### src/wb_mem_pkg.sv
package wb_mem_pkg;

  // bus widths
  localparam int ADDR_WIDTH = 32;
  localparam int DATA_WIDTH = 32;
  localparam int SEL_WIDTH  = DATA_WIDTH / 8;

  // ram holds 2**10 words, upper address bits alias
  localparam int MEM_INDEX_WIDTH = 10;

  // fetch queue sizing
  localparam int FETCH_QUEUE_DEPTH = 4;
  // count has to reach the full depth, hence the +1
  localparam int QUEUE_COUNT_WIDTH = $clog2(FETCH_QUEUE_DEPTH + 1);

  // words per fetch run
  localparam int LENGTH_WIDTH = 16;

  typedef logic [ADDR_WIDTH-1:0]        wb_addr_t;
  typedef logic [DATA_WIDTH-1:0]        wb_data_t;
  typedef logic [SEL_WIDTH-1:0]         wb_sel_t;
  typedef logic [MEM_INDEX_WIDTH-1:0]   mem_index_t;
  typedef logic [QUEUE_COUNT_WIDTH-1:0] queue_count_t;
  typedef logic [LENGTH_WIDTH-1:0]      run_length_t;

  // fetch unit states
  typedef enum logic [1:0]
  {
    FETCH_IDLE  = 2'd0,
    // issuing requests, may stall on credit
    FETCH_REQ   = 2'd1,
    // all requests out, waiting for responses
    FETCH_DRAIN = 2'd2
  } fetch_state_e;

endpackage

### src/fetch_queue.sv
`timescale 1ns/1ps

module fetch_queue (
  input  logic                     clk,
  input  logic                     reset_i,

  // write side, from the fetch unit
  input  logic                     wr_en_i,
  input  wb_mem_pkg::wb_data_t     wr_data_i,

  // read side, head shown ahead
  input  logic                     rd_en_i,
  output wb_mem_pkg::wb_data_t     rd_data_o,
  output logic                     empty_o,
  output wb_mem_pkg::queue_count_t count_o
);
  import wb_mem_pkg::*;

  wb_data_t     mem_q [FETCH_QUEUE_DEPTH];
  logic [$clog2(FETCH_QUEUE_DEPTH)-1:0] wr_ptr_q;
  logic [$clog2(FETCH_QUEUE_DEPTH)-1:0] rd_ptr_q;
  queue_count_t count_q;
  logic         do_rd;

  // pop only real entries
  assign do_rd = rd_en_i && (count_q != '0);

  // storage, no overflow check since the producer holds credit
  always_ff @(posedge clk)
  begin
    if (wr_en_i)
    begin
      mem_q[wr_ptr_q] <= wr_data_i;
    end
  end

  // pointers wrap at the depth
  always_ff @(posedge clk)
  begin
    if (reset_i)
    begin
      wr_ptr_q <= '0;
      rd_ptr_q <= '0;
    end
    else
    begin
      if (wr_en_i)
      begin
        wr_ptr_q <= (wr_ptr_q == FETCH_QUEUE_DEPTH - 1) ? '0 : wr_ptr_q + 1'b1;
      end
      if (do_rd)
      begin
        rd_ptr_q <= (rd_ptr_q == FETCH_QUEUE_DEPTH - 1) ? '0 : rd_ptr_q + 1'b1;
      end
    end
  end

  // occupancy, push and pop together leave it unchanged
  always_ff @(posedge clk)
  begin
    if (reset_i)
    begin
      count_q <= '0;
    end
    else
    begin
      case ({wr_en_i, do_rd})
        2'b10:   count_q <= count_q + queue_count_t'(1);
        2'b01:   count_q <= count_q - queue_count_t'(1);
        default: count_q <= count_q;
      endcase
    end
  end

  // head word, valid whenever not empty
  assign rd_data_o = mem_q[rd_ptr_q];
  assign empty_o   = (count_q == '0);
  assign count_o   = count_q;

endmodule

### config.mk
export PLATFORM = sky130hd
export DESIGN_NAME = fetch_queue
export DESIGN_NICKNAME = d
export VERILOG_FILES = /design/src/wb_mem_pkg.sv /design/src/fetch_queue.sv
export SDC_FILE = /design/constraint.sdc
export NUM_CORES = 1
export LEC_CHECK = 0
export BUFFER_PORTS_ARGS = -buffer_cell sky130_fd_sc_hd__buf_2
export CORE_AREA = 5 5 107 109
export CTS_CLUSTER_SIZE = 8
export DETAILED_ROUTE_END_ITERATION = 7
export DIE_AREA = 0 0 112 114
export PLACE_DENSITY_LB_ADDON = 0.15
export SLEW_MARGIN = 5
export SYNTH_ARGS = -nofsm -noshare
export SYNTH_HDL_FRONTEND = slang
export SYNTH_SLANG_ARGS = --single-unit
export TNS_END_PERCENT = 50
### constraint.sdc
create_clock -name clk -period 1.77 [get_ports clk]
set_clock_uncertainty 0.1 [all_clocks]
set_input_delay 0.2655 -clock clk [delete_from_list [all_inputs] [get_ports clk]]
set_output_delay 0.2655 -clock clk [all_outputs]
set_load 0.01 [all_outputs]
==> results of run 1 <==
==> critical path, cell delays in order, from the launching register on <==
cell	delay [ns]
dfxtp_4	0.41
buf_12	0.18
mux4_2	0.54
buf_6	0.14
==> sequential cells by signal, summed over array words and instances (netlist names), named ones only <==
register,count
mem_q,128
count_o,3
rd_ptr_q,2
wr_ptr_q,2
==> cells in the final DEF (no fill, tap or decap), drive strengths merged <==
cell / n
clkbuf: 19
dfxtp: 9
a21oi: 4
mux2i: 2
or3: 2
mux4: 32
buf: 90
fa: 1
o31ai: 1
and2: 4
edfxtp: 128
nor2: 6
bufinv: 2
nor3b: 1
clkinv: 10
nand2: 1
xor2: 2
nor3: 1
ha: 6
dlygate4sd3: 34
clkinvlp: 1
o21ai: 1
inv: 7
==> cell type report <==
type                            count  area share
Clock inverter                     13      0.0160
Clock buffer                       19      0.0614
Timing Repair Buffer              124       0.161
Multi-Input combinational cell     64       0.145
Tap cell                          140      0.0255
Inverter                            7     0.00382
Sequential cell                   137       0.587
==> through the flow <==
step                power (µW)  setup WS [ns]  hold WS [ns]  std cells
floorplan                 4920        -0.0538         0.227        215
global placement          5530        -0.0443         0.379        438
detailed placement        5540        -0.0671         0.378        438
CTS                       8880         -0.428        0.0924        504
global route              9300         -0.448         0.123        504
finish                    8880         -0.375         0.116        504
==> layer usage <==
| metal | global-route usage | vias up | routed length (µm) |
|---|---|---|---|
| li1 | - | 1171 | - |
| met1 | 0.189 | 1278 | 3670 |
| met2 | 0.233 | 55 | 4290 |
| met3 | 0.0483 | 15 | 442 |
| met4 | 0.0673 | 0 | 167 |
| met5 | 0 | - | 0 |
==> logic make-up after synthesis <==
logic type,count (synthesis),synth area share
buffers and inverters,14,0.0220
adder cells (fa/ha/maj),7,0.0186
XOR/XNOR,2,0.00343
flip-flops,137,0.787
AO/OA/AOI/OAI,6,0.00734
AND/OR/NAND/NOR,15,0.0149
multiplexers,34,0.146
==> timing repair <==
item	4_1_cts	5_1_grt
setup endpoints to repair	33	35
hold buffers	34	0
endpoints found under the hold margin	137	0
pin swaps	0	1
gates resized for setup	15	15
==> report_power, final <==
part	leakage, µW	switching, µW	total, µW	internal (µW)
logic	0.000915	782	1910	1130
clock network	0.000260	1180	3130	1960
registers	0.00125	94.6	3840	3740
==> final timing paths <==
path | start | endpoint | slack, ns
hold / removal | rd_en_i | flop | 0.12
setup reg to reg | count_o[1] | count_o[2] | 0.01
setup / recovery | flop | rd_data_o[0] | -0.38
hold reg to reg | rd_ptr_q[0] | flop | 0.40
==> run metrics, run 1 <==
status finished with violations; failing checks negative setup slack; RSZ-0062 raised after global routing yes; largest net degree at the start of global routing 33; Synth cell types 21; FF/Latch Area 0.00404 mm²; TritonCTS clock tree built; Overall Global Routing Usage 0.148; Vias/cell 5.00; P_leak 0.00243 µW; area delta synth->final 34.5%; post-place instance area 0.00584 mm²; maxcap violations 0; grt ovf 0; data arrival time of the critical path 1.78 ns; largest area contributor in the netlist edfxtp_1; floorplan core area 0.0105 mm²; Net Count, Synth 258; antenna diode count 0; Seq/Total Area, Yosys 0.787; Setup violations, final 32; startpoint types flop; H-tree levels 4; Clock Latency Late Sink 0.51 ns; Synth Flop Type edfxtp_1; Max IR drop VDD 0.000807 V; FF+latch count, synth 137; multi-input logic area 995 µm²; Final Slew Violations 0; Setup CP Type flop to output port; Power Density 1290 mW/mm²; TNS Setup -10.59 ns; Root Buffer clkbuf_8; Mapped Avg Cell Area 23.8 µm²; Hold WC Path Type primary input to flop; Worst EP required 1.40 ns; global-route wire length before repair 14,000 µm; final wirelength 8570 µm; Sinks on Clock Net 137; Die H 114 µm; Vias 2,519; final worst path period share 1.21; Worst slew margin 0.806; crit end category output port; Top Ports 72; Fmax 0.466 GHz; WL/cell 17.0 µm; Layout Nets 394; number of setup buffers added after CTS 0; Worst R2R Path Depth 8; fill cell count 752; DR iter-0 viols 97; PnR worst setup slack -0.375 ns; most frequent cell after synthesis edfxtp_1; # port buffers 71; CTS clk-pin slew, worst paths 0.05 ns; Final ANT Viol Nets 0; Rows 38; post-synth top area share 0.752; DRC viols 0; initial antenna violation count 0; minimum clock period 2.15 ns; Synth Cell Area 0.00511 mm²; proportion of layout cells with a drive suffix above 1 0.434; dpl hpwl 5330 µm; Worst Tran Pin Value 0.291 ns; largest cells by area after synthesis edfxtp_1, mux4_2, dfxtp_1; commonest cells in the synthesized netlist edfxtp_1, mux4_2, dfxtp_1; final hold violations 0; final design utilization 0.654; total CTS buffers 17; CTS Buffer Depth 2; number of synthesized flops with an enable pin 128; drt pass-1 iters 4; fin area 0.00687 mm²; critical path fanouts, max 13; Post-synth ARST share 0; Initial Utilization 0.486; die area 0.0128 mm²; routability congestion estimate 0.733; Gate Count Post-Synth 215; yosys warns 0; vias in the first global route 2,660; Die W 112 µm; hold path depth 5
Note: power is estimated with default switching activity, not from simulation.
==> inputs of run 2 (changes only) <==
- CORE_AREA: 5 5 107 109 -> 3 3 103 105
- CTS_BUF_LIST: unset -> sky130_fd_sc_hd__clkbuf_2
- DIE_AREA: 0 0 112 114 -> 0 0 106 108
==> run 2 against run 1 <==
Net effect:
- the flow still finishes with violations (negative setup slack)
- critical endpoint is now rd_data_o[12]
- die area fell by 10%
- clock power decreased by 41%
- final area fell by 4.1%
- global-route usage rose by 1.9 points
- critical path depth stayed put
- clock-buffer cell count rose by 1
- setup slack worse by 0.12 ns
- non-clock buffer count stayed put
- wire length decreased by 0.51%
- power down 14%
- highest routed layer unchanged
- utilization up 2.4 points
==> run metrics, run 2 (synthesis results as in run 1) <==
status finished with violations (unchanged); failing checks negative setup slack (unchanged); fill cell count 668 (was 752); CTS clk-pin slew, worst paths 0.19 ns (was 0.05 ns); GRT met3 Usage 0.0519 (was 0.0483); startpoint types flop (unchanged); minimum clock period 2.27 ns (was 2.15 ns); largest net degree at the start of global routing 33 (unchanged); CTS Buffer Depth 2 (unchanged); # port buffers 71 (unchanged); Max stage delay on crit path 0.55 ns (was 0.54 ns); area delta synth->final 29.0% (was 34.5%); DR iter-0 viols 92 (was 97); Worst slew margin 0.733 (was 0.806); Setup CP Type flop to output port (unchanged); P_leak 0.00232 µW (was 0.00243 µW); crit-path leading delay family multiplexers (unchanged); data arrival time of the critical path 1.90 ns (was 1.78 ns); Power Density 1160 mW/mm² (was 1290 mW/mm²); Sinks on Clock Net 137 (unchanged); met1 GRT Util 0.203 (was 0.189); TritonCTS clock tree built (unchanged); Worst path slowest cell mux4_2 (unchanged); most frequent cells in the layout edfxtp_1, buf_2, dlygate4sd3_1 (unchanged); Die W 106 µm (was 112 µm); WP buf/inv 2 (unchanged); endpoint of the worst-slack reg-to-reg timing path count_o[2] (unchanged); CP Depth 3 (unchanged); WL/cell 17.2 µm (was 17.0 µm); Initial Utilization 0.525 (was 0.486); initial antenna violation count 0 (unchanged); Final Total Pwr 7650 µW (was 8880 µW); antenna diode count 0 (unchanged); final worst path period share 1.28 (was 1.21); vias in the first global route 2,704 (was 2,660); Layout Nets 394 (unchanged); Rows 36 (was 38); floorplan core area 0.00973 mm² (was 0.0105 mm²); PnR worst setup slack -0.499 ns (was -0.375 ns); crit end category output port (unchanged); die area 0.0114 mm² (was 0.0128 mm²); critical path fanouts, max 10 (was 13); Cells after DPL 429 (was 438); H-tree levels 4 (unchanged); Hold Slack 0.259 ns (was 0.116 ns); Reg with most FFs mem_q (unchanged); TNS Setup -14.76 ns (was -10.59 ns); commonest non-fill, non-tap cell in the layout edfxtp_1 (unchanged); maxcap violations 0 (unchanged); Worst Tran Pin Value 0.401 ns (was 0.291 ns); drt pass-1 iters 4 (unchanged); DRC viols 0 (unchanged); Final ANT Viol Nets 0 (unchanged); Clock Latency Late Sink 0.64 ns (was 0.51 ns); Setup violations, final 34 (was 32); dpl hpwl 5040 µm (was 5330 µm); RSZ-0062 raised after global routing yes (unchanged); Cell Chain, Critical Path buf_12 > mux4_2 > buf_6 (unchanged); Die H 108 µm (was 114 µm); Final Slew Violations 0 (unchanged); Hold WC Path Type primary input to flop (unchanged); worst setup path end rd_data_o[12] (was rd_data_o[0]); final design utilization 0.678 (was 0.654); Top Ports 72 (unchanged); Largest register FFs 128 (unchanged); Worst R2R Path Depth 8 (unchanged); Root Buffer clkbuf_2 (was clkbuf_8); Vias 2,508 (was 2,519); global route hottest layer met2 (unchanged); worst reg-to-reg setup slack -0.06 ns (was 0.01 ns); Overall Global Routing Usage 0.166 (was 0.148); final hold violations 0 (unchanged); Max IR drop VDD 0.000642 V (was 0.000807 V); worst r2r src count_o[0] (was count_o[1]); final wirelength 8530 µm (was 8570 µm); grt ovf 0 (unchanged); global-route wire length before repair 13,900 µm (was 14,000 µm); routability congestion estimate 0.683 (was 0.733); proportion of layout cells with a drive suffix above 1 0.459 (was 0.434); Fmax 0.441 GHz (was 0.466 GHz); Non-Filler Instances 497 (was 504); Vias/cell 5.05 (was 5.00); met2 GRT Util 0.281 (was 0.233); Worst EP required 1.40 ns (about the same); total CTS buffers 17 (unchanged)
[run 2: changes by cell type in the layout (fill, tap and decap cells not counted), sizes merged]
cell | previous run | this run
bufinv | 2 | 3
buf | 90 | 89
clkbuf | 19 | 20
clkinvlp | 1 | 2
dlygate4sd3 | 34 | 35
clkinv | 10 | 7
[run 2: worst min-delay path by stage]
stage | cells after the start | slack (ns) | end | from
3_5_place_dp | 1 | 0.38 | mem_q[2][21] | wr_data_i[21]
3_3_place_gp | 1 | 0.38 | mem_q[0][15] | wr_data_i[15]
4_1_cts | 2 | 0.18 | mem_q[1][5] | wr_data_i[5]
5_1_grt | 2 | 0.17 | mem_q[0][7] | wr_data_i[7]
6_report | 2 | 0.26 | mem_q[2][4] | wr_data_i[4]
2_1_floorplan | 1 | 0.23 | count_o[2] | reset_i
[run 2: routing by layer]
| layer | wire length, µm | up-vias |
|---|---|---|
| li1 | - | 1167 |
| met1 | 3500 | 1263 |
| met2 | 4530 | 61 |
| met3 | 355 | 17 |
| met4 | 140 | 0 |
| met5 | 0 | - |
[run 2: cell type report]
cell class | count | area [µm²] | share of cell area
tap | 133 | 166 | 0.0252
inverter | 7 | 26.3 | 0.00398
clock buffer | 20 | 100 | 0.0152
timing repair buffer | 124 | 1100 | 0.168
clock inverter | 12 | 151 | 0.0230
sequential | 137 | 4040 | 0.612
multi-input combinational | 64 | 1010 | 0.153
[run 2: stage by stage]
stage / setup WS [ns] / instance area (µm²)
floorplan: -0.0538 / 5130
global placement: -0.0603 / 5800
detailed placement: -0.0785 / 5800
CTS: -0.587 / 6520
global route: -0.635 / 6590
finish: -0.499 / 6590
[run 2: report_power, final]
group          switching [µW]  total (µW)  internal (µW)  leakage, µW
clock                    1050        1850            799     0.000154
sequential               88.3        3820           3730      0.00125
combinational             832        1980           1150     0.000915
[run 2: repair_timing]
action / in CTS / in global routing
cloned: 0 / 0
setup buffers: 1 / 0
hold buffers: 35 / 0
endpoints found under the setup margin: 34 / 36
pin swaps: 0 / 2
hold endpoints to repair: 137 / 0
gates resized for setup: 19 / 16
