File: src/wb_mem_pkg.sv
package wb_mem_pkg;

  // bus widths
  localparam int ADDR_WIDTH = 32;
  localparam int DATA_WIDTH = 32;
  localparam int SEL_WIDTH  = DATA_WIDTH / 8;

  // ram holds 2**10 words, upper address bits alias
  localparam int MEM_INDEX_WIDTH = 10;

  // fetch queue sizing
  localparam int FETCH_QUEUE_DEPTH = 4;
  // count has to reach the full depth, hence the +1
  localparam int QUEUE_COUNT_WIDTH = $clog2(FETCH_QUEUE_DEPTH + 1);

  // words per fetch run
  localparam int LENGTH_WIDTH = 16;

  typedef logic [ADDR_WIDTH-1:0]        wb_addr_t;
  typedef logic [DATA_WIDTH-1:0]        wb_data_t;
  typedef logic [SEL_WIDTH-1:0]         wb_sel_t;
  typedef logic [MEM_INDEX_WIDTH-1:0]   mem_index_t;
  typedef logic [QUEUE_COUNT_WIDTH-1:0] queue_count_t;
  typedef logic [LENGTH_WIDTH-1:0]      run_length_t;

  // fetch unit states
  typedef enum logic [1:0]
  {
    FETCH_IDLE  = 2'd0,
    // issuing requests, may stall on credit
    FETCH_REQ   = 2'd1,
    // all requests out, waiting for responses
    FETCH_DRAIN = 2'd2
  } fetch_state_e;

endpackage

File: src/inst_issue_stage.sv
`timescale 1ns/1ps

module inst_issue_stage (
  input  logic                    clk,
  input  logic                    reset_i,

  // run request
  input  logic                    start_i,
  input  wb_mem_pkg::wb_addr_t    start_pc_i,
  input  wb_mem_pkg::run_length_t length_i,

  // queue read side
  input  logic                    q_empty_i,
  input  wb_mem_pkg::wb_data_t    q_rd_data_i,
  output logic                    q_rd_en_o,

  // output handshake
  output logic                    inst_valid_o,
  output wb_mem_pkg::wb_data_t    inst_word_o,
  output wb_mem_pkg::wb_addr_t    inst_pc_o,
  input  logic                    inst_ready_i,

  // run status
  output logic                    busy_o,
  output logic                    done_o
);
  import wb_mem_pkg::*;

  logic        busy_q;
  logic        done_q;
  wb_addr_t    pc_q;
  run_length_t remaining_q;
  logic        start_ok;
  logic        fire;

  // starts are dropped while busy or with zero length
  assign start_ok = start_i && !busy_q && (length_i != '0);

  // valid straight from the queue head
  assign inst_valid_o = busy_q && !q_empty_i;
  assign fire         = inst_valid_o && inst_ready_i;

  // run status and word count
  always_ff @(posedge clk)
  begin
    if (reset_i)
    begin
      busy_q      <= 1'b0;
      done_q      <= 1'b0;
      remaining_q <= '0;
    end
    else
    begin
      // done lasts one cycle
      done_q <= 1'b0;
      if (start_ok)
      begin
        busy_q      <= 1'b1;
        remaining_q <= length_i;
      end
      else if (fire)
      begin
        remaining_q <= remaining_q - run_length_t'(1);
        // final word, busy drops together with done
        if (remaining_q == run_length_t'(1))
        begin
          busy_q <= 1'b0;
          done_q <= 1'b1;
        end
      end
    end
  end

  // pc of the head word
  always_ff @(posedge clk)
  begin
    if (start_ok)
    begin
      pc_q <= start_pc_i;
    end
    else if (fire)
    begin
      pc_q <= pc_q + wb_addr_t'(SEL_WIDTH);
    end
  end

  // head and pc hold while stalled on ready
  assign q_rd_en_o   = fire;
  assign inst_word_o = q_rd_data_i;
  assign inst_pc_o   = pc_q;
  assign busy_o      = busy_q;
  assign done_o      = done_q;

endmodule

File: config.mk
export PLATFORM = sky130hd
export DESIGN_NAME = inst_issue_stage
export DESIGN_NICKNAME = d
export VERILOG_FILES = /design/src/wb_mem_pkg.sv /design/src/inst_issue_stage.sv
export SDC_FILE = /design/constraint.sdc
export NUM_CORES = 1
export LEC_CHECK = 0
export ABC_AREA = 1
export CAP_MARGIN = 5
export CORE_MARGIN = 2
export CORE_UTILIZATION = 60
export DETAILED_ROUTE_END_ITERATION = 12
export DONT_BUFFER_PORTS = 1
export PLACE_DENSITY = 0.76
export SETUP_SLACK_MARGIN = 0.1
export SYNTH_ARGS = -nofsm -noshare
export SYNTH_HDL_FRONTEND = slang
export SYNTH_SLANG_ARGS = --single-unit
File: constraint.sdc
create_clock -name clk -period 5.2 [get_ports clk]
set_input_delay 1.04 -clock clk [delete_from_list [all_inputs] [get_ports clk]]
set_output_delay 1.04 -clock clk [all_outputs]
set_load 0.01 [all_outputs]
==> results.txt, run 1 <==
STA puts the critical path data arrival time at between 1500 and 2000 ps. The number of max-slew violations in the final report came out at 0. The CTS tree is yes.

Summing every instance area after synthesis gives approximately 0.0037 mm2. Cells with a size suffix above 1 make up roughly 5% of the layout. Yosys attributes the largest share of cell area to sky130_fd_sc_hd__edfxtp_1, sky130_fd_sc_hd__nand2_1, sky130_fd_sc_hd__dfxtp_1, sky130_fd_sc_hd__nand3_1, sky130_fd_sc_hd__buf_4. The cell area after layout came out at approximately 0.0036 mm2. The cell depth of the worst min-delay path came out at 2. The largest net degree at the start of global routing came out at 43. The final worst-path cycle share came out at 55.4%.

The total I/O pin count is roughly 150. For this design, the sink count on the clock tree is 50. The largest voltage drop on the vdd net is 0.000133 V. The maximum fanout encountered on the critical timing path is 17. The number of antenna violations at the first check in global routing is 0. After clock tree synthesis, the repair step resized 0 gates. The fraction of synthesis flops using an asynchronous set or reset pin came out at 0%.

The total area inside the core boundary comes to a little under 0.006 mm2. For this design, the slowest cell found on the critical path is sky130_fd_sc_hd__inv_2. The number of global-route vias before repair came to ~3.2k. CTS built an H-tree with a depth of 2. The die covers 0.00687 mm2. The remaining antenna violation count after routing is 0. The worst-case clock skew is 13.8 ps. The required time at the endpoint of the critical path came out at 4160 ps. The per-instance average area after synthesis came out at roughly 6.6 um2. The number of buffers added by the clock tree synthesis step came out at 5. The static leakage came out at approximately 1.6 nW. The die is approximately 83 um wide.

The worst register-to-register path has a depth of 5. The total overflow reported by the global router is 0. The end of the worst register-to-register path is inst_pc_o[3].

The floorplan die height is between 80 and 90 um. The library cell with the largest summed area after synthesis is sky130_fd_sc_hd__edfxtp_1. The clock tree root buffer cell is sky130_fd_sc_hd__clkbuf_8.

In this run the biggest area consumer among cell types represents 25.7% of the synthesized area. The later-pin clock latency in the skew report is 310 ps. The antenna diode instance count came out at 0. The first-pass GRT wire length is 14500 um.

The number of nets at the end of the flow came out at 616. The total half-perimeter wirelength after legalization and detailed placement came out at between 6000 and 7000 um. The area after detailed placement is around 0.0035 mm2. After synthesis, the most frequently instantiated cells are sky130_fd_sc_hd__nand2_1, sky130_fd_sc_hd__nor2_1, sky130_fd_sc_hd__nand3_1. Setup repair after global routing left no endpoint under its margin.

The per-cell via count in the routed design came out at around 5.4. The area share of xor/xnor cells in the synthesized design is 2.82%. The final weighted congestion of routability-driven global placement came out at about 0.9. The starting density of the core is a little over three fifths. The layer flagged by global routing as most heavily used is met2. The post-synthesis instance total is 563.

The number of buffer cells added on primary ports is 0. Global routing consumed, on the met2 layer, about 46% of the routing resources. The post-route worst hold slack is 499 ps. The number of buffers inserted by hold repair at cts is 0. The number of warnings reported in the yosys synthesis log is 0. Derived from the worst setup path, the maximum achievable clock frequency is 347 MHz. The synthesized netlist devotes 1.01% of its cell area to adder and majority cells. The total routed wirelength is just under 9000 um. After routing, the total negative slack on setup checks comes to 0 ps.

For this run, the detailed router's first-pass iteration total came to 4. The area growth from synthesis to layout is -3.28%. The simple logic cell fraction of the synthesized area came out at 42.3%. In this run the post-CTS setup repair buffer count came out at 0. The highest cell delay on the worst timing path came out at 360 ps. The flow ran to the end, and the final reports show no timing, DRC or antenna violations.

The remaining routing DRC violations is 0. The total of max-cap violations came out at 0. The total nets after synthesis came out at 651.

The signal on the critical path passes through nor2_2 > nand2_2 > inv_2. The compound-gate portion of the synthesized area is 4.42%. The met3 track demand over resource is between 7 and 8%. The netlist uses 33 different library cells. The kind of launch point of the worst setup path is an input port.

The worst hold path startpoint is remaining_q[0]. After detailed routing, the average wire length per cell comes to around 14 um. The end point of the most critical hold path is remaining_q[0]. Among all flip-flop cells after synthesis, the most frequent one is sky130_fd_sc_hd__edfxtp_1.

The most frequently used cell type in the post-synthesis netlist is sky130_fd_sc_hd__nand2_1. Of the synthesized area, sequential elements account for 35.4%. The global-route met1 utilization is ~28%.

The routed layout has 3286 vias. The worst min-delay path class is flip-flop to flip-flop. The post-synthesis register bit count is 50. The worst setup path is captured at a primary output. The power per standard cell area is around 270 mW/mm2.

The starting DRC count in detailed routing came out at around 130. Setup slack on the worst reg-to-reg path comes out at 2810 ps. After synthesis, the largest family of logic cells by area is simple AND/OR/NAND/NOR gates. The number of buffers on the longest clock path came out at 2. The final number of hold-violating endpoints came out at 0. The count of flip-flops with a built-in enable after synthesis came out at 32. Across every metal layer, demand over resource in global routing totals approximately a quarter. By startpoint and endpoint, the worst setup path is classified as input port to primary output. The source of the worst register-to-register timing path is busy_o. The remaining max-slew budget at the tightest pin is 29.5%. Clock-pin slew was measured on the worst setup and hold paths at 80 ps.

The final-report setup violation count is 0. Counting I/O delays and the setup requirement, the final critical path takes 2880 ps. After floorplanning, the core was divided into 28 placement rows. After synthesis, the share of cell area in mux cells is 0%.

For the pin with the worst max-slew slack, the measured transition is ~1100 ps.
[kinds of logic after synthesis]
group,after synthesis
DFF,50
adders and majority gates,3
buffers and inverters,100
and+or+nand+nor,367
xor gates and xnor gates,12
AOI/OAI and AO/OA,31
[metal layers]
metal / part of all wire, % / wire length [um]
met1: 40 / 3470
met2: 51 / 4460
met3: 7.3 / 637
met4: 1.3 / 114
met5: 0 / 0
[state kept, by name (all words and copies together), names as in the netlist]
signal       count
done_o           1
inst_pc_o       32
busy_o           1
remaining_q     16
[layout by cell type, fill, tap and decap left out, drive strengths merged]
| cell | count |
|---|---|
| or2 | 1 |
| o21bai | 2 |
| xor2 | 7 |
| a31oi | 2 |
| inv | 53 |
| nand2 | 199 |
| clkbuf | 8 |
| ha | 3 |
| nand3 | 66 |
| buf | 3 |
| xnor2 | 5 |
| a21oi | 8 |
| dfxtp | 18 |
| edfxtp | 32 |
| clkinv | 2 |
| nor3 | 13 |
| nand3b | 5 |
| a22oi | 1 |
| nand4 | 7 |
| nor2 | 76 |
| o21ai | 18 |
[layout make-up]
class	count	area (um2)
multi-input cells	413	1890
flip-flops and latches	50	1320
fillers	590	2340
well taps	75	93.8
repair buffers	3	22.5
clock buffers	8	80.1
inverters	55	206
[critical path: cells and delay by family]
family | cells | cell delay, ps
AND/OR/NAND/NOR | 2 | 430
buffers and inverters | 1 | 360
[where the power goes]
part	leakage [nW]	switching (W)	internal, W
clock network	0.0395	0.000129	0.0000961
registers	0.460	0.0000619	0.000471
logic	1.10	0.000141	0.0000723
[worst max path at each step]
stage	startpoint	to	slack (ps)
2_1_floorplan	q_empty_i	q_rd_en_o	2550
3_3_place_gp	start_i	inst_pc_o[12]	2230
3_5_place_dp	start_i	inst_pc_o[10]	2150
4_1_cts	q_empty_i	q_rd_en_o	2320
5_1_grt	q_empty_i	q_rd_en_o	2250
6_report	q_empty_i	q_rd_en_o	2320
[through the flow]
step / power (W) / utilization [%] / std cells / setup WS (ps)
CTS: 0.000975 / 60.6 / 604 / 2320
global route: 0.00103 / 60.6 / 604 / 2250
finish: 0.000972 / 60.6 / 604 / 2320
detailed placement: 0.000755 / 59.3 / 596 / 2150
global placement: 0.000749 / 59.3 / 596 / 2230
floorplan: 0.000730 / - / 563 / 2550
Power figures use the tool's default switching activity.
==> run 2, diff against run 1 <==
==> constraint.sdc (replaced) <==
create_clock -name clk -period 2.8 [get_ports clk]
set_input_delay 0.56 -clock clk [delete_from_list [all_inputs] [get_ports clk]]
set_output_delay 0.56 -clock clk [all_outputs]
set_load 0.01 [all_outputs]
==> run 2 against run 1 <==
Utilization grew 0.74 points. Combinational power grew 87%. Register-to-register slack lost 1900 ps. Wire length grew 1.1%. Via count grew 2.1%. Sequential power grew 86%. Setup slack lost 1700 ps. Cell count grew 0.33%. Critical endpoint unchanged. Largest power group unchanged.
==> results.txt, run 2 (synthesis gave the netlist of run 1 again) <==
In this run the critical register-to-register path is captured at inst_pc_o[28]. The worst setup path is captured at a primary output. The final worst-path setup slack is 627 ps. Once detail routing completed, the nets flagged for antenna violations numbered 0. The final number of hold-violating endpoints came out at 0. After clock tree synthesis, the clock-pin slew on the worst setup and hold paths is 100 ps. On the final layout, the worst clock skew is around 11 ps. The count of placed standard cells in the final layout, fillers left out came out at 606. The signal on the critical path passes through inv_1 > nor2_2 > nand2_2 > inv_2.

The count of buffers added by post-CTS timing repair for setup is 0. The count of buffers added on input and output ports is 0. The worst setup slack for register-to-register paths is 900 ps.

The library cells used most frequently in the layout, excluding fill and tap cells, are sky130_fd_sc_hd__nand2_1, sky130_fd_sc_hd__nor2_1, sky130_fd_sc_hd__nand3_1, sky130_fd_sc_hd__inv_1, sky130_fd_sc_hd__edfxtp_1. The library cell used most frequently in the layout, excluding fill and tap cells, is sky130_fd_sc_hd__nand2_1. The worst setup path is of the flip-flop to primary output kind. The area after detailed placement came out at 0.00355 mm2.

The number of buffers added by the clock tree synthesis step is 5. The final worst-path cycle share is 77.6%. In this run, post-CTS repair resized a total of 0 instances.

The largest net degree at the start of global routing came out at 41. The maximum fanout encountered on the critical timing path is 17. The required time at the endpoint of the critical path is between 2000 and 2500 ps. The end point of the most critical hold path is remaining_q[8]. The remaining routing DRC violations is 0. The flow ran to the end, and the final reports show no timing, DRC or antenna violations. The number of max-slew violations in the final report is 0. The antenna diode instance count is 0. In this run the worst hold path is classified as input port to flip-flop. The setup slack at placement came out at 850 ps. In this run, the number of DRC markers left after iteration 0 of detailed routing was 155.

The finished cells cover 0.00365 mm2. The transition at the pin with the smallest max-transition slack came out at 581 ps. The final weighted congestion of routability-driven global placement came out at 0.929. The startpoint identified for the worst hold timing path is reset_i. The final-report setup violation count is 0.

The largest voltage drop on the vdd net is 0.000306 V. The total of max-cap violations is 0. Counting instances, the worst hold path has a depth of 1.

The total design power is 0.00191 W. The number of sinks driven by the clock tree is 50. The number of nets at the end of the flow came out at 618. In the final layout, the share of cells above drive strength 1 is 6.03%. The count of TritonRoute iterations in the first routing pass came out at 4. The core region is around 0.0060 mm2. The flip-flop count of the largest register, all copies and words added came out at 32. Dividing the detail-routed wire length by the instance count gives 14.5 um. Global routing consumed, over all layers together, 25.8% of the routing resources. The highest cell delay on the worst timing path is 430 ps. The placed cell count came out at 598. The clock tree synthesis step divided the H-tree into 2 levels. The number of buffers on the longest clock path came out at 2.

Hold repair after CTS inserted 0 buffers. The per-cell via count in the routed design is around 5.5. At the later pin of the worst-skew pair, clock insertion delay measures around 310 ps. The number of antenna violations at the first check in global routing came to 0. The remaining max-slew budget at the tightest pin came out at between 60% and 70%. The static leakage is 1.63 nW. At the worst endpoint, the arrival time is about 1600 ps.

The final route contains between 3k and 4k vias. The fill cell instance count of the final layout is ~570. The horizontal die dimension came out at 82.9 um. In this run the core area contains 28 standard-cell rows.

The total I/O pin count is 153. The die footprint came out at 0.00687 mm2. Clock tree synthesis selected as its root buffer the cell sky130_fd_sc_hd__clkbuf_8.

Counting cells, the worst reg-to-reg path comes to 10. The total routed wirelength is ~8800 um. Counting I/O delays and the setup requirement, the final critical path takes 2170 ps. The growth of design area from synthesis to finish is -2.11%. The number of global-route vias before repair came out at 3212.

The maximum frequency from static timing analysis came out at 460 MHz. The flip-flop and latch area is approximately 0.0013 mm2. The footprint of the multi-input gates came out at ~0.0019 mm2. The largest individual stage delay along the critical path comes from the cell sky130_fd_sc_hd__dfxtp_1. TritonCTS built the clock tree. The total half-perimeter wirelength after legalization and detailed placement is 6790 um.

The total overflow reported by the global router came out at 0. The startpoint identified for the worst register-to-register timing path is inst_pc_o[2]. The first global-routing pass estimated ~15000 um of wire. Setup repair after global routing left no endpoint under its margin. Once the floorplan was initialized, standard cells occupied 62.7% of the core. Measured along the y axis, the die boundary spans 82.9 um.

The setup TNS came out at 0 ps. The power per standard cell area is ~520 mW/mm2. The kind of launch point of the worst setup path is a flip-flop.
## run 2: worst max-delay path by stage
stage,cells past startpoint,end,start,slack (ps)
after floorplan,4,inst_pc_o[10],start_i,720
after global placement,3,q_rd_en_o,q_empty_i,890
after detailed placement,8,inst_pc_o[13],start_i,850
after CTS,4,q_rd_en_o,busy_o,600
after global routing,4,q_rd_en_o,busy_o,480
final,4,q_rd_en_o,busy_o,630
## run 2: where the power goes
group / switching (W) / internal, W / total, W / leakage (nW)
sequential: 0.000115 / 0.000876 / 0.000990 / 0.460
combinational: 0.000263 / 0.000135 / 0.000398 / 1.11
clock: 0.000254 / 0.000264 / 0.000518 / 0.0579
total: 0.000632 / 0.00127 / 0.00191 / 1.63
## run 2: critical path, delay by kind of cell, from the launching register on
kind / cells / cell delay [ps]
flops: 1 / 430
buf+inv: 2 / 420
simple gates: 2 / 440
## run 2: cell type report
| type | instances | share of cell area (%) |
|---|---|---|
| sequential | 50 | 36.2 |
| clock inverter | 3 | 1.10 |
| tap | 75 | 2.57 |
| inverter | 55 | 5.65 |
| timing repair buffer | 5 | 1.03 |
| multi-input combinational | 413 | 51.6 |
| clock buffer | 5 | 1.88 |
## run 2: routing by layer
metal / up-vias / part of all wire, % / global-route usage (%)
met5: - / 0 / 0
met4: 0 / 1.9 / 7.60
met3: 21 / 8.1 / 7.46
met2: 129 / 52 / 46.8
met1: 1508 / 38 / 29.2
li1: 1697 / - / -
## run 2: through the flow
step / util (%) / hold slack, ps
floorplan: - / 463
global placement: 59.5 / 478
detailed placement: 59.5 / 477
CTS: 61.4 / 299
global route: 61.4 / 291
finish: 61.4 / 305
==> run 3, diff against run 2 <==
==> constraint.sdc (replaced) <==
create_clock -name clk -period 2.1 [get_ports clk]
set_input_delay 0.42 -clock clk [delete_from_list [all_inputs] [get_ports clk]]
set_output_delay 0.42 -clock clk [all_outputs]
set_load 0.01 [all_outputs]
==> run 3 against run 2 <==
Clock power increased by 7.3%. Via count increased by 0.39%. Clock skew about the same. First-iteration DRC count increased by 63%. Critical path type is now flip-flop to flip-flop. Largest power group unchanged. Highest routed layer unchanged.
==> results.txt, run 3 (synthesis gave the netlist of run 1 again) <==
Counting buffers and inverters, the worst setup path is 7 cells deep. The worst-case clock skew is 10.7 ps. The share of the core filled with cells in the final layout came out at 61.9%. The worst setup slack for register-to-register paths came out at 270 ps. The kind of launch point of the worst setup path is a flip-flop. The growth of design area from synthesis to finish is -1.24%. The termination of the worst setup path is inst_pc_o[19].

The number of nets at the end of the flow came out at roughly 620. After legalization and detailed placement, the total HPWL measured around 7000 um. The die footprint is 0.00687 mm2. The count of buffers added by post-CTS timing repair for setup is 0. The number of max-slew violations in the final report was 0. The transition at the pin with the smallest max-transition slack is ~600 ps.

Among cell families on the critical path, the largest total delay comes from simple AND/OR/NAND/NOR gates. The setup slack at placement came out at 282 ps. The tree is rooted in a sky130_fd_sc_hd__clkbuf_8.

The count of placed standard cells in the final layout, fillers left out is 612. The number of buffers added by the clock tree synthesis step is 5. The number of buffers on the longest clock path is 2. The total of max-cap violations is 0. The number of levels the H-tree was split into is 2. The setup TNS came out at 0 ps. TritonCTS built the clock tree. In this run the remaining antenna-violating nets after routing total 0.

The flip-flop count of the largest register, all copies and words added came out at 32. The top cell types in the final layout, fill and taps aside, are sky130_fd_sc_hd__nand2_1, sky130_fd_sc_hd__nor2_1, sky130_fd_sc_hd__nand3_1, sky130_fd_sc_hd__inv_1, sky130_fd_sc_hd__edfxtp_1. The number of antenna violations at the first check in global routing is 0. The cell depth of the worst flop-to-flop path is 7. For this run, the slowest stage of the critical path takes 490 ps. The cell with the most instances on the worst path is sky130_fd_sc_hd__nand2_1.

After floorplanning, the core was divided into 28 placement rows. The remaining max-slew budget at the tightest pin is 58.9%. The endpoint identified for the worst register-to-register timing path is inst_pc_o[19]. Tracing the worst setup path back leads to its startpoint at inst_pc_o[10]. The flow ran to the end, and the final reports show no timing, DRC or antenna violations. For this run, the top clock speed supported by timing is 548 MHz. The final weighted congestion of routability-driven global placement came out at 1.01. The starting DRC count in detailed routing came out at 253. The per-cell via count in the routed design is 5.50. Counting both buffers and inverters, the worst setup path holds a total of 0. The signal on the critical path passes through nand2_1 > nor2_1 > nand2_1 > nor3_1 > nand4_1 > nand3_1 > nand2_1. The final number of hold-violating endpoints is 0. The global-route usage over all layers is 26.6%. 0 antenna diodes ended up in the layout. 153 I/O pins were placed. The final worst-path setup slack came out at 274 ps. The clock reaches the later pin of the worst-skew pair after 300 ps.

In the finished design, the share of the clock period the worst path needs comes to between 80% and 90%. The required time at the endpoint of the critical path is 2160 ps. The critical path is of the flip-flop to flip-flop type.

The static leakage came out at 1.65 nW. The total via count in the routed design came out at 3368. The number of global-route vias before repair is 3275. Leaving out fill and tap cells, the most frequent cell in the layout is sky130_fd_sc_hd__nand2_1.

The clock slew at the register clock pins of the worst setup and hold paths is 100 ps. The power per standard cell area is between 600 and 700 mW/mm2. The floorplan die height came out at slightly above 80 um. The count of TritonRoute iterations in the first routing pass is 4. The first-pass GRT wire length came out at 15200 um. The average wire per standard cell is 14.7 um. The final-report setup violation count is 0. The finished cells cover around 0.0037 mm2. The region available for standard cell placement spans 0.00596 mm2. The worst setup path is captured at a flip-flop.

The total routed wirelength came out at 8990 um. The slowest stage of the critical path is the sky130_fd_sc_hd__edfxtp_1 cell. The path class of the tightest hold or removal check is input port to flip-flop.

Input and output buffers added on the ports amount to 0. In the routed design, unresolved DRC markers number 0. The largest net degree at the start of global routing came out at 41. The data arrival time of the worst path is ~1900 ps. The layout cell share with drive strength beyond 1 came out at roughly 6.9%. The starting density of the core is a little over three fifths. The worst register-to-register path begins at inst_pc_o[10]. The largest voltage drop on the vdd net is about 0.00036 V.

The horizontal die dimension came out at 82.9 um. Setup repair after global routing left no endpoint under its margin. In this run the worst path has a maximum fanout of 4. The number of sinks driven by the clock tree came out at 50. The total overflow reported by the global router is 0. The placed cell count is 604. The routed design could run at a clock period as short as 1830 ps. The area after detailed placement came out at 0.00360 mm2.
run 3: per-stage QoR:
step	total power (W)	hold slack, ps
2_1_floorplan	0.00181	463
3_3_place_gp	0.00188	476
3_5_place_dp	0.00190	487
4_1_cts	0.00244	166
5_1_grt	0.00259	157
6_report	0.00243	174
run 3: area by class of cell:
type / instances / area (um2)
Clock buffer: 6 / 72.6
Clock inverter: 2 / 8.76
Fill cell: 594 / 2270
Inverter: 55 / 206
Multi-Input combinational cell: 413 / 1890
Sequential cell: 50 / 1320
Tap cell: 75 / 93.8
Timing Repair Buffer: 11 / 95.1
run 3: what timing repair did:
action	in CTS	in global routing
hold buffers	0	0
resized for setup	0	1
endpoints found under the hold margin	0	0
setup endpoints to repair	0	1
run 3: worst min-delay path by stage:
stage | start | endpoint | slack (ps) | cells after the start
2_1_floorplan | remaining_q[0] | remaining_q[0] | 460 | 2
3_3_place_gp | remaining_q[0] | remaining_q[0] | 480 | 2
3_5_place_dp | remaining_q[0] | remaining_q[0] | 490 | 2
4_1_cts | reset_i | remaining_q[5] | 170 | 1
5_1_grt | reset_i | remaining_q[8] | 160 | 1
6_report | reset_i | remaining_q[5] | 170 | 1
run 3: routing by layer:
metal / up-vias / GRT usage, % / routed length [um] / share of wire (%)
met4: 0 / 8.05 / 155 / 1.7
li1: 1709 / - / - / -
met2: 130 / 47.4 / 4530 / 50
met1: 1509 / 30.7 / 3610 / 40
met5: - / 0 / 0 / 0
met3: 20 / 7.95 / 684 / 7.6
run 3: report_power, final:
part	internal, W	total [W]	switching, W	leakage [nW]
Clock	0.000230	0.000556	0.000326	0.0426
Combinational	0.000199	0.000573	0.000373	1.14
Sequential	0.00117	0.00130	0.000137	0.460
Total	0.00160	0.00243	0.000836	1.65
